File: config.mk
export PLATFORM = sky130hd
export DESIGN_NAME = write_guard
export DESIGN_NICKNAME = d
export VERILOG_FILES = /design/src/logic/guard_pkg.sv /design/src/logic/guard_regs.sv /design/src/logic/aw_stall_monitor.sv /design/src/logic/id_queue.sv /design/src/logic/txn_tracker.sv /design/src/logic/write_guard.sv
export SDC_FILE = /design/constraint.sdc
export NUM_CORES = 1
export LEC_CHECK = 0
export BUFFER_PORTS_ARGS = -buffer_cell sky130_fd_sc_hd__buf_2
export CORE_MARGIN = 2
export CORE_UTILIZATION = 60
export CTS_BUF_LIST = sky130_fd_sc_hd__clkbuf_8 sky130_fd_sc_hd__clkbuf_16
export CTS_CLUSTER_DIAMETER = 120
export DETAILED_ROUTE_END_ITERATION = 7
export PLACE_DENSITY = 0.83
export REMOVE_ABC_BUFFERS = 1
export SETUP_SLACK_MARGIN = 0.2
export SYNTH_ARGS = -nofsm -noshare
export SYNTH_HDL_FRONTEND = slang
export SYNTH_SLANG_ARGS = --single-unit
export TNS_END_PERCENT = 100
File: constraint.sdc
create_clock -name clk_i -period 16.4 [get_ports clk_i]
set_clock_uncertainty 0.05 [all_clocks]
set_input_delay 3.28 -clock clk_i [delete_from_list [all_inputs] [get_ports clk_i]]
set_output_delay 3.28 -clock clk_i [all_outputs]
set_load 0.02 [all_outputs]
File: src/logic/guard_pkg.sv
package guard_pkg;

  // Link widths
  localparam int unsigned IdWidth   = 4;
  localparam int unsigned AddrWidth = 32;
  localparam int unsigned CntWidth  = 8;

  typedef logic [IdWidth-1:0]   id_t;
  typedef logic [AddrWidth-1:0] addr_t;
  typedef logic [CntWidth-1:0]  cnt_t;

  // Snapshots of the observed AXI write channels
  typedef struct packed {
    logic  valid;
    logic  ready;
    id_t   id;
    addr_t addr;
  } aw_snap_t;

  typedef struct packed {
    logic valid;
    logic ready;
    logic last;
  } w_snap_t;

  typedef struct packed {
    logic valid;
    logic ready;
    id_t  id;
  } b_snap_t;

  // Configuration write strobe
  typedef struct packed {
    logic       we;
    logic [1:0] addr;
    cnt_t       data;
  } cfg_wr_t;

  // Live cycle budgets
  typedef struct packed {
    cnt_t aw_stall;
    cnt_t aw_wlast;
    cnt_t wlast_b;
  } budgets_t;

  typedef enum logic [2:0] {
    NONE,
    AW_STALL,
    WLAST_LATE,
    B_LATE,
    STRAY_W,
    OVERFLOW,
    UNWANTED_B
  } fault_cause_e;

  // Fault event from a checker, also used as the latched record
  typedef struct packed {
    logic         valid;
    fault_cause_e cause;
    id_t          id;
    addr_t        addr;
  } fault_t;

  // Register map, address 3 is unused
  localparam logic [1:0] RegAwStall = 2'd0;
  localparam logic [1:0] RegAwWlast = 2'd1;
  localparam logic [1:0] RegWlastB  = 2'd2;

  localparam cnt_t DefAwStall = 8'd8;
  localparam cnt_t DefAwWlast = 8'd16;
  localparam cnt_t DefWlastB  = 8'd16;

endpackage

File: src/logic/guard_regs.sv
`timescale 1ns/1ns

module guard_regs import guard_pkg::*; (
  input  logic     clk_i,
  input  logic     rst_ni,
  input  cfg_wr_t  cfg_wr_i,
  input  logic     fault_clear_i,
  input  fault_t   stall_fault_i,
  input  fault_t   txn_fault_i,
  output budgets_t budgets_o,
  output logic     frozen_o,
  output logic     flush_o,
  output logic     irq_o,
  output logic     reset_req_o,
  output fault_t   fault_o
);

  budgets_t budgets_q;
  fault_t   fault_q;
  fault_t   fault_sel;
  logic     flush_q;

  // Budget registers, written by the config strobe
  always_ff @(posedge clk_i or negedge rst_ni) begin
    if (!rst_ni) begin
      budgets_q <= '{aw_stall: DefAwStall, aw_wlast: DefAwWlast, wlast_b: DefWlastB};
    end else if (cfg_wr_i.we) begin
      case (cfg_wr_i.addr)
        RegAwStall: budgets_q.aw_stall <= cfg_wr_i.data;
        RegAwWlast: budgets_q.aw_wlast <= cfg_wr_i.data;
        RegWlastB:  budgets_q.wlast_b  <= cfg_wr_i.data;
        default: begin
        end
      endcase
    end
  end

  assign budgets_o = budgets_q;

  // The tracker already ranks its own causes, all of which outrank AW_STALL
  always_comb begin
    if (txn_fault_i.valid) begin
      fault_sel = txn_fault_i;
    end else begin
      fault_sel = stall_fault_i;
    end
  end

  // Checkers stay frozen while a fault is held, at the clear and during the flush
  assign frozen_o = fault_q.valid | fault_clear_i | flush_q;

  // First fault is kept until software clears it
  always_ff @(posedge clk_i or negedge rst_ni) begin
    if (!rst_ni) begin
      fault_q <= '0;
    end else if (fault_clear_i) begin
      fault_q <= '0;
    end else if (!frozen_o && fault_sel.valid) begin
      fault_q <= fault_sel;
    end
  end

  // Flush follows the clear by one edge
  always_ff @(posedge clk_i or negedge rst_ni) begin
    if (!rst_ni) begin
      flush_q <= 1'b0;
    end else begin
      flush_q <= fault_clear_i;
    end
  end

  assign flush_o = flush_q;

  // Interrupt and subordinate reset request both follow the record
  assign irq_o       = fault_q.valid;
  assign reset_req_o = fault_q.valid;
  assign fault_o     = fault_q;

endmodule

File: src/logic/aw_stall_monitor.sv
`timescale 1ns/1ns

module aw_stall_monitor import guard_pkg::*; (
  input  logic     clk_i,
  input  logic     rst_ni,
  input  aw_snap_t aw_i,
  input  cnt_t     budget_i,
  input  logic     frozen_i,
  input  logic     flush_i,
  output fault_t   fault_o
);

  logic stalled;
  cnt_t run_q;

  assign stalled = aw_i.valid && !aw_i.ready;

  // Length of the current stall run, saturating
  always_ff @(posedge clk_i or negedge rst_ni) begin
    if (!rst_ni) begin
      run_q <= '0;
    end else if (flush_i) begin
      run_q <= '0;
    end else if (!frozen_i) begin
      if (!stalled) begin
        run_q <= '0;
      end else if (run_q != '1) begin
        run_q <= run_q + 1'b1;
      end
    end
  end

  // This edge samples stall cycle run_q+1
  always_comb begin
    fault_o = '0;
    if (!frozen_i && stalled && (run_q >= budget_i)) begin
      fault_o = '{valid: 1'b1, cause: AW_STALL, id: aw_i.id, addr: aw_i.addr};
    end
  end

endmodule

File: src/logic/id_queue.sv
`timescale 1ns/1ns

module id_queue import guard_pkg::*; #(
  parameter int unsigned MaxTxns = 8,
  localparam int unsigned SlotW = $clog2(MaxTxns)
) (
  input  logic             clk_i,
  input  logic             rst_ni,
  input  logic             flush_i,
  input  logic             push_i,
  input  id_t              push_id_i,
  input  id_t              lookup_id_i,
  input  logic             pop_i,
  output logic [SlotW-1:0] push_slot_o,
  output logic             full_o,
  output logic             head_valid_o,
  output logic [SlotW-1:0] head_slot_o
);

  localparam int unsigned NumIds = 2 ** IdWidth;

  typedef logic [SlotW-1:0] slot_t;

  // One ordered list per ID
  typedef struct packed {
    logic  valid;
    slot_t head;
    slot_t tail;
  } list_t;

  list_t              list_q [NumIds];
  list_t              list_d [NumIds];
  logic [MaxTxns-1:0] free_q;
  logic [MaxTxns-1:0] free_d;
  slot_t              next_q [MaxTxns];
  logic               link_we;
  slot_t              link_slot;

  // Lowest free slot
  always_comb begin
    push_slot_o = '0;
    for (int i = MaxTxns - 1; i >= 0; i--) begin
      if (free_q[i]) begin
        push_slot_o = slot_t'(i);
      end
    end
  end

  assign full_o       = ~|free_q;
  assign head_valid_o = list_q[lookup_id_i].valid;
  assign head_slot_o  = list_q[lookup_id_i].head;

  always_comb begin
    list_d    = list_q;
    free_d    = free_q;
    link_we   = 1'b0;
    link_slot = list_q[push_id_i].tail;

    // Pop first so that a push on the same ID sees the shortened list
    if (pop_i && head_valid_o) begin
      free_d[head_slot_o] = 1'b1;
      if (head_slot_o == list_q[lookup_id_i].tail) begin
        list_d[lookup_id_i].valid = 1'b0;
      end else begin
        list_d[lookup_id_i].head = next_q[head_slot_o];
      end
    end

    // Push slot is free before this edge, so it never equals the popped one
    if (push_i) begin
      free_d[push_slot_o] = 1'b0;
      if (list_d[push_id_i].valid) begin
        link_we                  = 1'b1;
        list_d[push_id_i].tail   = push_slot_o;
      end else begin
        list_d[push_id_i].valid = 1'b1;
        list_d[push_id_i].head  = push_slot_o;
        list_d[push_id_i].tail  = push_slot_o;
      end
    end
  end

  always_ff @(posedge clk_i or negedge rst_ni) begin
    if (!rst_ni) begin
      free_q <= '1;
      for (int i = 0; i < NumIds; i++) begin
        list_q[i] <= '0;
      end
    end else if (flush_i) begin
      free_q <= '1;
      for (int i = 0; i < NumIds; i++) begin
        list_q[i] <= '0;
      end
    end else begin
      free_q <= free_d;
      list_q <= list_d;
    end
  end

  // Link from the old tail to the new entry
  always_ff @(posedge clk_i) begin
    if (link_we) begin
      next_q[link_slot] <= push_slot_o;
    end
  end

endmodule

File: src/logic/txn_tracker.sv
`timescale 1ns/1ns

module txn_tracker import guard_pkg::*; #(
  parameter int unsigned MaxTxns = 8,
  localparam int unsigned SlotW = $clog2(MaxTxns)
) (
  input  logic             clk_i,
  input  logic             rst_ni,
  input  aw_snap_t         aw_i,
  input  w_snap_t          w_i,
  input  b_snap_t          b_i,
  input  budgets_t         budgets_i,
  input  logic             frozen_i,
  input  logic             flush_i,
  input  logic [SlotW-1:0] push_slot_i,
  input  logic             full_i,
  input  logic             head_valid_i,
  input  logic [SlotW-1:0] head_slot_i,
  output logic             push_o,
  output id_t              push_id_o,
  output id_t              lookup_id_o,
  output logic             pop_o,
  output fault_t           fault_o
);

  localparam int unsigned FillW = $clog2(MaxTxns + 1);

  typedef logic [SlotW-1:0] slot_t;
  typedef enum logic {PH_DATA, PH_RESP} phase_e;

  logic   busy_q  [MaxTxns];
  phase_e phase_q [MaxTxns];
  cnt_t   cnt_q   [MaxTxns];
  id_t    id_q    [MaxTxns];
  addr_t  addr_q  [MaxTxns];

  // Slots waiting for their W-last, in AW order
  slot_t            fifo_q [MaxTxns];
  slot_t            rd_ptr_q, wr_ptr_q;
  logic [FillW-1:0] fill_q;
  logic             fifo_empty;
  slot_t            wslot;

  logic  aw_hs, wlast_hs, b_hs, b_match, wlast_go;
  logic  unwanted_b, overflow, stray_w, wlast_late, late_found;
  slot_t late_slot;
  cnt_t  late_cnt;

  function automatic slot_t wrap_inc(slot_t ptr);
    return (ptr == slot_t'(MaxTxns - 1)) ? '0 : ptr + 1'b1;
  endfunction

  assign aw_hs      = aw_i.valid && aw_i.ready;
  assign wlast_hs   = w_i.valid && w_i.ready && w_i.last;
  assign b_hs       = b_i.valid && b_i.ready;
  assign fifo_empty = (fill_q == '0);
  assign wslot      = fifo_q[rd_ptr_q];

  // A B only completes the oldest write of its ID once that write waits for B
  assign b_match  = head_valid_i && (phase_q[head_slot_i] == PH_RESP);
  assign push_o   = aw_hs && !full_i && !frozen_i;
  assign pop_o    = b_hs && b_match && !frozen_i;
  assign wlast_go = wlast_hs && !fifo_empty && !frozen_i;

  assign push_id_o   = aw_i.id;
  assign lookup_id_o = b_i.id;

  assign unwanted_b = b_hs && !b_match;
  assign overflow   = aw_hs && full_i;
  assign stray_w    = wlast_hs && fifo_empty;
  // FIFO head is the oldest write in DATA and so has the largest count
  assign wlast_late = !fifo_empty && (cnt_q[wslot] >= budgets_i.aw_wlast);

  // Oldest late write in RESP, the one with the largest count
  always_comb begin
    late_found = 1'b0;
    late_slot  = '0;
    late_cnt   = '0;
    for (int i = 0; i < MaxTxns; i++) begin
      if (busy_q[i] && (phase_q[i] == PH_RESP) && (cnt_q[i] >= budgets_i.wlast_b) &&
          (!late_found || (cnt_q[i] > late_cnt))) begin
        late_found = 1'b1;
        late_slot  = slot_t'(i);
        late_cnt   = cnt_q[i];
      end
    end
  end

  always_comb begin
    fault_o = '0;
    if (!frozen_i) begin
      if (unwanted_b) begin
        fault_o = '{valid: 1'b1, cause: UNWANTED_B, id: b_i.id, addr: '0};
      end else if (overflow) begin
        fault_o = '{valid: 1'b1, cause: OVERFLOW, id: aw_i.id, addr: aw_i.addr};
      end else if (late_found) begin
        fault_o = '{valid: 1'b1, cause: B_LATE, id: id_q[late_slot], addr: addr_q[late_slot]};
      end else if (wlast_late) begin
        fault_o = '{valid: 1'b1, cause: WLAST_LATE, id: id_q[wslot], addr: addr_q[wslot]};
      end else if (stray_w) begin
        fault_o = '{valid: 1'b1, cause: STRAY_W, id: '0, addr: '0};
      end
    end
  end

  // Per-slot phase and cycle count since phase entry
  always_ff @(posedge clk_i or negedge rst_ni) begin
    if (!rst_ni) begin
      for (int i = 0; i < MaxTxns; i++) begin
        busy_q[i]  <= 1'b0;
        phase_q[i] <= PH_DATA;
        cnt_q[i]   <= '0;
      end
    end else if (flush_i) begin
      for (int i = 0; i < MaxTxns; i++) begin
        busy_q[i] <= 1'b0;
      end
    end else if (!frozen_i) begin
      for (int i = 0; i < MaxTxns; i++) begin
        if (push_o && (push_slot_i == slot_t'(i))) begin
          busy_q[i]  <= 1'b1;
          phase_q[i] <= PH_DATA;
          cnt_q[i]   <= '0;
        end else if (wlast_go && (wslot == slot_t'(i))) begin
          phase_q[i] <= PH_RESP;
          cnt_q[i]   <= '0;
        end else if (pop_o && (head_slot_i == slot_t'(i))) begin
          busy_q[i] <= 1'b0;
        end else if (busy_q[i] && (cnt_q[i] != '1)) begin
          cnt_q[i] <= cnt_q[i] + 1'b1;
        end
      end
    end
  end

  always_ff @(posedge clk_i) begin
    if (push_o) begin
      id_q[push_slot_i]     <= aw_i.id;
      addr_q[push_slot_i]   <= aw_i.addr;
      fifo_q[wr_ptr_q]      <= push_slot_i;
    end
  end

  // W-order FIFO pointers, it cannot overflow since it never holds more than the pool
  always_ff @(posedge clk_i or negedge rst_ni) begin
    if (!rst_ni) begin
      rd_ptr_q <= '0;
      wr_ptr_q <= '0;
      fill_q   <= '0;
    end else if (flush_i) begin
      rd_ptr_q <= '0;
      wr_ptr_q <= '0;
      fill_q   <= '0;
    end else begin
      if (push_o) begin
        wr_ptr_q <= wrap_inc(wr_ptr_q);
      end
      if (wlast_go) begin
        rd_ptr_q <= wrap_inc(rd_ptr_q);
      end
      if (push_o && !wlast_go) begin
        fill_q <= fill_q + 1'b1;
      end else if (!push_o && wlast_go) begin
        fill_q <= fill_q - 1'b1;
      end
    end
  end

endmodule

File: src/logic/write_guard.sv
`timescale 1ns/1ns

module write_guard import guard_pkg::*; #(
  parameter int unsigned MaxTxns = 8
) (
  input  logic     clk_i,
  input  logic     rst_ni,
  input  aw_snap_t aw_i,
  input  w_snap_t  w_i,
  input  b_snap_t  b_i,
  input  cfg_wr_t  cfg_wr_i,
  input  logic     fault_clear_i,
  output logic     irq_o,
  output logic     reset_req_o,
  output fault_t   fault_o
);

  localparam int unsigned SlotW = $clog2(MaxTxns);

  budgets_t         budgets;
  logic             frozen, flush;
  fault_t           stall_fault, txn_fault;
  logic             push, pop, full, head_valid;
  id_t              push_id, lookup_id;
  logic [SlotW-1:0] push_slot, head_slot;

  guard_regs u_regs (
    .clk_i        (clk_i),
    .rst_ni       (rst_ni),
    .cfg_wr_i     (cfg_wr_i),
    .fault_clear_i(fault_clear_i),
    .stall_fault_i(stall_fault),
    .txn_fault_i  (txn_fault),
    .budgets_o    (budgets),
    .frozen_o     (frozen),
    .flush_o      (flush),
    .irq_o        (irq_o),
    .reset_req_o  (reset_req_o),
    .fault_o      (fault_o)
  );

  aw_stall_monitor u_stall (
    .clk_i   (clk_i),
    .rst_ni  (rst_ni),
    .aw_i    (aw_i),
    .budget_i(budgets.aw_stall),
    .frozen_i(frozen),
    .flush_i (flush),
    .fault_o (stall_fault)
  );

  txn_tracker #(
    .MaxTxns(MaxTxns)
  ) u_tracker (
    .clk_i       (clk_i),
    .rst_ni      (rst_ni),
    .aw_i        (aw_i),
    .w_i         (w_i),
    .b_i         (b_i),
    .budgets_i   (budgets),
    .frozen_i    (frozen),
    .flush_i     (flush),
    .push_slot_i (push_slot),
    .full_i      (full),
    .head_valid_i(head_valid),
    .head_slot_i (head_slot),
    .push_o      (push),
    .push_id_o   (push_id),
    .lookup_id_o (lookup_id),
    .pop_o       (pop),
    .fault_o     (txn_fault)
  );

  id_queue #(
    .MaxTxns(MaxTxns)
  ) u_queue (
    .clk_i       (clk_i),
    .rst_ni      (rst_ni),
    .flush_i     (flush),
    .push_i      (push),
    .push_id_i   (push_id),
    .lookup_id_i (lookup_id),
    .pop_i       (pop),
    .push_slot_o (push_slot),
    .full_o      (full),
    .head_valid_o(head_valid),
    .head_slot_o (head_slot)
  );

endmodule

# Word level (Yosys, flattened, before mapping)
# Memories as Yosys holds them, arrays and structs flattened.
# Index checks and enable logic that the tools add are counted.
classes:
  add_sub_neg: 13
  n_lt_le_gt_ge: 27
  eq_ne: 53
  mux: 176
  bitwise: 11
  n_reduce_logical: 164
op_table:
  columns: ["operator", "count"]
  rows:
  - ["$bwmux W112", 6]
  - ["$mux W112", 5]
  - ["$mux W40", 10]
  - ["$mux W8", 50]
  - ["$demux W7 S4", 5]
  - ["$bmux W7 S4", 3]
  - ["$logic_and A1 B1 Y1", 81]
  - ["$ge A8 B8 Y1", 10]
  - ["$add A8 B1 Y8 const B", 9]
  - ["$ne A8 B8 Y1 const B", 9]
  - ["$mux W3", 23]
  - ["$mux W1", 59]
  - ["$gt A8 B8 Y1", 7]
  - ["$reduce_bool A3 Y1", 17]
  - ["$reduce_and A3 Y1", 16]
  - ["$eq A3 B3 Y1 const B", 14]
  - ["$mux W7", 6]
  - ["$reduce_and A4 Y1", 8]
  - ["$bmux W8 S3", 1]
  - ["$ne A3 B1 Y1 const B", 8]
  - ["$ne A3 B2 Y1 const B", 8]
  - ["$reduce_bool A2 Y1", 11]
  - ["$eq A3 B2 Y1 const B", 6]
  - ["$logic_not A1 Y1", 14]
  - ["31 further kinds", 58]
word_totals:
  regBits: 283
  ramBits: 336
  in_bits: 61
  output_inout_bits: 42
  memories: 4
memory_table:
  columns: ["name", "words", "width", "read_ports", "rd_clocked_by_memory_dff", "wr", "line_no", "source"]
  rows:
  - ["u_tracker.addr_q", 8, 32, 2, 0, 1, "txn_tracker.sv:35", "addr_t addr_q [MaxTxns];"]
  - ["u_tracker.id_q", 8, 4, 2, 0, 1, "txn_tracker.sv:34", "id_t id_q [MaxTxns];"]
  - ["u_queue.next_q", 8, 3, 1, 0, 1, "id_queue.sv:35", "slot_t next_q [MaxTxns];"]
  - ["u_tracker.fifo_q", 8, 3, 1, 0, 1, "txn_tracker.sv:38", "slot_t fifo_q [MaxTxns];"]

# Logic depth before layout (Yosys ltp)
# An unclocked memory read counts as a cell.
logic_depth:
  depth_word: 40
  depth_mapped: 79

# By module
# A second synthesis with hierarchy kept.
hier_totals:
  cells_unflattened: 3850
  area_unflattened_um2: 38303.0
by_module_without_submodules:
  columns: ["module", "n_inst", "cells_per_inst", "area_per_inst_um2", "seq_area_each_um2"]
  rows:
  - ["txn_tracker", 1, 2541, 24981.5, 11621.1]
  - ["id_queue", 1, 858, 8978.6, 3733.6]
  - ["guard_regs", 1, 240, 3042.9, 1630.3]
  - ["aw_stall_monitor", 1, 211, 1300.0, 200.2]

# Least setup slack after synthesis
# No wires, ideal clock.
synth_path:
  path_kind: "register to register"
  startpoint: "register u_regs.budgets_q (netlist bit u_regs.budgets_o[4])"
  endpoint: "register u_regs.fault_q (netlist bit u_regs.fault_o[17])"
  arrival_ns: 14.759
  path_slack_ns: 1.502
  path_stages_with_launch: 76
  period_less_slack_ns: 14.898
  cell_sequence: "dfstp_2 > inv_1 > ha_1 > nand3_1 > nor2_1 > o21ai_0 > o22ai_1 > clkbuf_1 > nand2_1 > ha_1 > nor2b_1 > o211ai_1 > a21oi_1 > o21ai_0 > a21oi_1 > mux2i_1 > inv_1 > ha_1 > (+40 left out) > o21a_1 > o21ai_0 > a311o_1 > o41ai_2 > clkbuf_1 > mux2i_1 > ha_1 > nor2b_1 > o21a_1 > o21ai_0 > a21oi_1 > o22ai_1 > a21bo_2 > a221oi_1 > clkbuf_1 > nand2_1 > a211o_1 > a41oi_1"
synth_via:
  elab_chain_len: 39
  word_cells_on_any_way: 76
synth_lines:
  columns: ["element", "line_no", "source"]
  rows:
  - ["start, declared", "guard_regs.sv:18", "budgets_t budgets_q;"]
  - ["start signal, assigned", "guard_regs.sv:26", "budgets_q <= '{aw_stall: DefAwStall, aw_wlast: DefAwWlast, wlast_b: DefWlastB};"]
  - ["$ge A8 B8 Y1", "txn_tracker.sv:80", "if (busy_q[i] && (phase_q[i] == PH_RESP) && (cnt_q[i] >= budgets_i.wlast_b) &&"]
  - ["$logic_and A1 B1 Y1", "txn_tracker.sv:80", null]
  - ["$mux W8 / $mux W1 (equally long branches)", "txn_tracker.sv:80", null]
  - ["$gt A8 B8 Y1 / $logic_not A1 Y1 (equally long branches)", "txn_tracker.sv:81", "(!late_found || (cnt_q[i] > late_cnt))) begin"]
  - ["$logic_or A1 B1 Y1", "txn_tracker.sv:81", null]
  - ["$logic_and A1 B1 Y1", "txn_tracker.sv:80", null]
  - ["$mux W8 / $mux W1 (equally long branches)", "txn_tracker.sv:80", null]
  - ["$gt A8 B8 Y1 / $logic_not A1 Y1 (equally long branches)", "txn_tracker.sv:81", null]
  - ["(+23 left out)", null, null]
  - ["$mem_v2 Z8 W32", null, null]
  - ["$mux W40 (*)", "txn_tracker.sv:96", "end else if (late_found) begin"]
  - ["$mux W40 (*)", "txn_tracker.sv:94", "end else if (overflow) begin"]
  - ["$mux W40 (*)", "txn_tracker.sv:92", "if (unwanted_b) begin"]
  - ["$mux W40 (*)", "txn_tracker.sv:91", "if (!frozen_i) begin"]
  - ["$mux W40 (*)", "guard_regs.sv:42", "if (txn_fault_i.valid) begin"]
  - ["$mux W40", "guard_regs.sv:58", "end else if (!frozen_o && fault_sel.valid) begin"]
  - ["$mux W40", "guard_regs.sv:56", "end else if (fault_clear_i) begin"]
  - ["end signal, assigned", "guard_regs.sv:59", "fault_q <= fault_sel;"]
  - ["end, declared", "guard_regs.sv:19", "fault_t fault_q;"]
# Every way passes the cells marked *; elsewhere a longest branch is shown, timed or not. The select of a mux whose other input is x is not followed.
# A chain may end at the register's enable or synchronous reset.

# Worst setup path in the final report
layout_path:
  startpoint: "register u_tracker.cnt_q[56] (netlist name)"
  endpoint: "register u_regs.fault_q (netlist bit u_regs.fault_o[25])"
layout_via:
  elab_chain_len: 39
  word_cells_on_any_way: 68
layout_lines:
  columns: ["element", "line_no", "source"]
  rows:
  - ["start, declared", "txn_tracker.sv:33", "cnt_t cnt_q [MaxTxns];"]
  - ["start signal, assigned by index", "txn_tracker.sv:130", "cnt_q[i] <= cnt_q[i] + 1'b1;"]
  - ["$ge A8 B8 Y1", "txn_tracker.sv:80", null]
  - ["$logic_and A1 B1 Y1", "txn_tracker.sv:80", null]
  - ["$mux W8 / $mux W1 (equally long branches)", "txn_tracker.sv:80", null]
  - ["$gt A8 B8 Y1 / $logic_not A1 Y1 (equally long branches)", "txn_tracker.sv:81", null]
  - ["$logic_or A1 B1 Y1", "txn_tracker.sv:81", null]
  - ["$logic_and A1 B1 Y1", "txn_tracker.sv:80", null]
  - ["$mux W8 / $mux W1 (equally long branches)", "txn_tracker.sv:80", null]
  - ["$gt A8 B8 Y1 / $logic_not A1 Y1 (equally long branches)", "txn_tracker.sv:81", null]
  - ["(+23 left out)", null, null]
  - ["$mem_v2 Z8 W32", null, null]
  - ["$mux W40 (*)", "txn_tracker.sv:96", null]
  - ["$mux W40 (*)", "txn_tracker.sv:94", null]
  - ["$mux W40 (*)", "txn_tracker.sv:92", null]
  - ["$mux W40 (*)", "txn_tracker.sv:91", null]
  - ["$mux W40 (*)", "guard_regs.sv:42", null]
  - ["$mux W40", "guard_regs.sv:58", null]
  - ["$mux W40", "guard_regs.sv:56", null]
# Marks and branches as above.

==> flow_metrics.env <==
export IMPL_cellPowerDensity_nw_per_um2=92.04
export IMPL_pre_cts_ws_ns=-0.04457
export IMPL_cts_buffer_depth=3
export IMPL_cpMostUsedCell="ha_1"
export IMPL_htreeDepth=3
export IMPL_syn_area_per_cell_um2=10.27
export IMPL_die_width_um=248.3
export IMPL_endpoint_kind="flop"
export IMPL_min_path_type="reg2reg"
export IMPL_final_nets=3712
export IMPL_grt_max_degree=186
export IMPL_drt_iter0_drc=4106
export IMPL_synth_area_top_cells="edfxtp_1 28%, dfrtp_1 19%, nand2_1 5.8%, ha_1 5.3%, mux2i_1 4.8%"
export IMPL_critPathSlowestCell="dfrtp_1"
export IMPL_dpl_hpwl_um=63840
export IMPL_p_leak_nw=16.24
export IMPL_comb_power_share_pct=9.6
export IMPL_reg2reg_from="u_tracker.cnt_q[56]"
export IMPL_irDropWorstVdd_uv=83.74
export IMPL_synth_area_leader_cell="edfxtp_1"
export IMPL_cts_buffers_inserted=66
export IMPL_outcome="complete, no violations"
export IMPL_min_delay_start="u_queue.free_q[6]"
export IMPL_p_seq_share_pct=47.1
export IMPL_antenna_found_initial=1
export IMPL_grt_pass1_wl_um=162300
export IMPL_postSynthCellCount=3486
export IMPL_clock_sinks=619
export IMPL_post_dp_cell_area_um2=37070
export IMPL_worst_slew_pin_transition_ns=1.274
export IMPL_die_y_um=248.3
export IMPL_drv_slew=0
export IMPL_finish_utilization_pct=66.86
export IMPL_path_max_fanout=38
export IMPL_dieArea_um2=61640
export IMPL_period_needed_ns=15.31
export IMPL_pin_count=103
export IMPL_post_route_drc_count=0
export IMPL_firstDrtPassIters=7
export IMPL_initial_core_util_pct=60.66
export IMPL_ys_flop_type="edfxtp_1"
export IMPL_period_share_pct=93.36
export IMPL_gp_congestion=0.9829
export IMPL_core_um2=59020
export IMPL_ys_seq_area_share_pct=48.00
export IMPL_netlist_area_um2=35800
export IMPL_fmax_mhz=65.31
export IMPL_hold_violations=0
export IMPL_hold_slack_ns=0.4441
export IMPL_slew_headroom_pct=14.57
export IMPL_grt_pass1_vias=28820
export IMPL_rsz0062_at_grt="false"
export IMPL_grt_ovfl_total=0
export IMPL_insertion_delay_ns=0.63
export IMPL_avgRoutedWirePerCell_um=24.48
export IMPL_max_cap_viol_count=0
export IMPL_drive_gt1_share_pct=13.45
export IMPL_synthToLayoutAreaGrowth_pct=10.22
export IMPL_stdcell_area_um2=39460
export IMPL_worst_ep_required_time_ns=16.84
export IMPL_clk_pin_slew_ns=0.06
export IMPL_p_clk_share_pct=43.4
export IMPL_synth_top_cell_area_share_pct=28.18
export IMPL_nFillCells=4326
export IMPL_power_switching_mw=0.9134
export IMPL_async_reset_ff_share_pct=45.72
export IMPL_final_cell_count_no_fill=4327
export IMPL_ant_nets=0
export IMPL_synth_edf_count=336
export IMPL_via_per_inst=6.882
export IMPL_crit_type="reg2reg"
export IMPL_grt_total_usage_pct=34.18
export IMPL_finalWirelength_um=105900
export IMPL_worstPathArrival_ns=15.75
export IMPL_ys_ff_latch=619
export IMPL_final_setup_worst_slack_ns=1.088
export IMPL_dr_total_vias=29780
export IMPL_p_int_mw=2.719
export IMPL_ys_warnings_count=0
export IMPL_dp_cells=4200
export IMPL_cts_root_buf="clkbuf_16"
export IMPL_cp_slowest_stage_delay_ns=0.51
export IMPL_placementRows=89
export IMPL_cp_start_kind="flop"
export IMPL_crit_start="u_tracker.cnt_q[56]"
export IMPL_cts_tree="done"
export IMPL_switching_share_pct=25.15
export IMPL_setup_viol=0
export IMPL_port_buffers=102
export IMPL_ys_types=84
[per-stage QoR]
| stage | total power [mW] | TNS, ns |
|---|---|---|
| 5_1_grt | 3.735 | 0 |
| 4_1_cts | 3.634 | 0 |
| 6_report | 3.632 | 0 |
| 3_3_place_gp | 2.059 | 0 |
| 2_1_floorplan | 1.925 | -77.93 |
| 3_5_place_dp | 2.073 | -0.06332 |
[synthesized netlist by cell type (27+ instances only)]
cell type	n
a211oi_1	36
nor3_1	29
o211ai_1	82
clkbuf_1	175
or3_1	40
nand2_1	549
xor2_1	34
nand2b_1	51
a22o_1	27
nand4_1	34
mux4_2	53
a21o_1	38
edfxtp_1	336
o21ai_0	121
mux2_2	53
a31oi_1	44
inv_1	85
nor2_1	215
a21oi_1	172
ha_1	151
a311oi_1	44
mux2i_1	172
dfrtp_1	272
and3_1	58
nand3_1	174
[area by class of cell]
class	instances	area, µm²	area share [%]
multi-input cells	2561	17630	44.68
flip-flops and latches	619	17190	43.56
clock buffers	80	1867	4.731
repair buffers	166	1032	2.616
well taps	773	967.2	2.451
clock inverters	42	451.7	1.145
inverters	85	319.1	0.8085
diodes	1	2.502	0.006341
[state kept, by name (all words and copies together) (netlist names)]
| register | flops |
|---|---|
| u_queue.next_q | 24 |
| u_regs.irq_o | 1 |
| u_tracker.fifo_q | 24 |
| u_tracker.id_q | 32 |
| u_tracker.busy_q | 8 |
| u_tracker.fill_q | 4 |
| u_tracker.cnt_q | 64 |
| u_tracker.rd_ptr_q | 3 |
| u_queue.list_q | 112 |
| u_regs.fault_o | 39 |
| u_stall.run_q | 8 |
| u_tracker.wr_ptr_q | 3 |
| u_tracker.phase_q | 8 |
| u_tracker.addr_q | 256 |
| u_regs.flush_o | 1 |
| u_queue.free_q | 8 |
| u_regs.budgets_o | 24 |
[what timing repair did]
item                       in CTS  in global routing
pin swaps                       0                  1
cloned                          0                  1
setup endpoints to repair      19                 36
hold buffers                    0                  0
buffers inserted                0                  3
resized for setup               2                  6
[cells in the final DEF (no fill, tap or decap), types with 20 or more instances in the layout]
cell type,synthesis,layout
o211ai_1,82,82
clkbuf_16,0,68
o211a_1,20,20
o21ai_0,121,121
and2_1,26,26
nand2b_1,51,51
a31oi_1,44,44
nand3_1,174,172
xnor2_1,26,26
edfxtp_1,336,336
mux4_2,53,53
nor3_1,29,26
o221ai_1,20,20
xor2_1,34,34
buf_2,21,101
inv_1,85,94
nor2_1,215,211
mux2_2,53,51
o31ai_1,24,21
mux2i_1,172,169
a21o_1,38,38
a211oi_1,36,36
nand4_1,34,34
a22oi_1,23,23
nand2_1,549,549
buf_4,4,61
a21oi_1,172,170
o21ai_1,24,24
dfrtp_1,272,271
and3_1,58,58
a311oi_1,44,44
or3_1,40,40
ha_1,151,151
a22o_1,27,27
[power groups by stage]
stage | registers, mW | clock network, mW | logic [mW]
6_report | 1.71 | 1.58 | 0.347
5_1_grt | 1.71 | 1.65 | 0.378
4_1_cts | 1.71 | 1.59 | 0.339
3_5_place_dp | 1.74 | 0 | 0.335
3_3_place_gp | 1.74 | 0 | 0.323
2_1_floorplan | 1.73 | 0 | 0.192
[worst paths after layout]
check,end,slack (ns),cells past startpoint
max,u_regs.fault_o[25],1.09,68
min,u_queue.free_q[6],0.44,2
max reg2reg,u_regs.fault_o[25],1.09,68
min reg2reg,u_queue.free_q[6],0.44,2
max in group asynchronous,u_queue.list_q[92],11.43,3
min in group asynchronous,u_regs.budgets_o[18],2.63,1
[logic make-up (layout without fill, tap and decap cells)]
family	Yosys count	count (layout)	share of synthesized area, %
adder cells (fa/ha/maj)	152	152	5.333
flip-flops	619	619	48.00
XOR/XNOR	60	60	1.468
AND/OR/NAND/NOR	1271	1271	16.37
AO/OA/AOI/OAI	795	796	15.37
buffers and inverters	307	373	3.418
multiplexers	282	282	10.04
other	0	1	0
[routing by layer]
layer / global-route usage, % / up-vias / routed length [µm]
met5: 0 / - / 0
met4: 17.58 / 0 / 5258
met3: 6.744 / 398 / 12970
met2: 53.39 / 2100 / 48480
met1: 45.59 / 14270 / 39230
li1: - / 13010 / -
[critical path, delay by kind of cell, from the launching register on]
| kind | cells | cell delay (ns) |
|---|---|---|
| AOI/OAI and AO/OA | 37 | 7.53 |
| adders and majority gates | 8 | 2.07 |
| muxes | 6 | 2.01 |
| and+or+nand+nor | 12 | 1.97 |
| buffers and inverters | 5 | 0.97 |
| DFF | 1 | 0.51 |
Power figures use the tool's default switching activity.
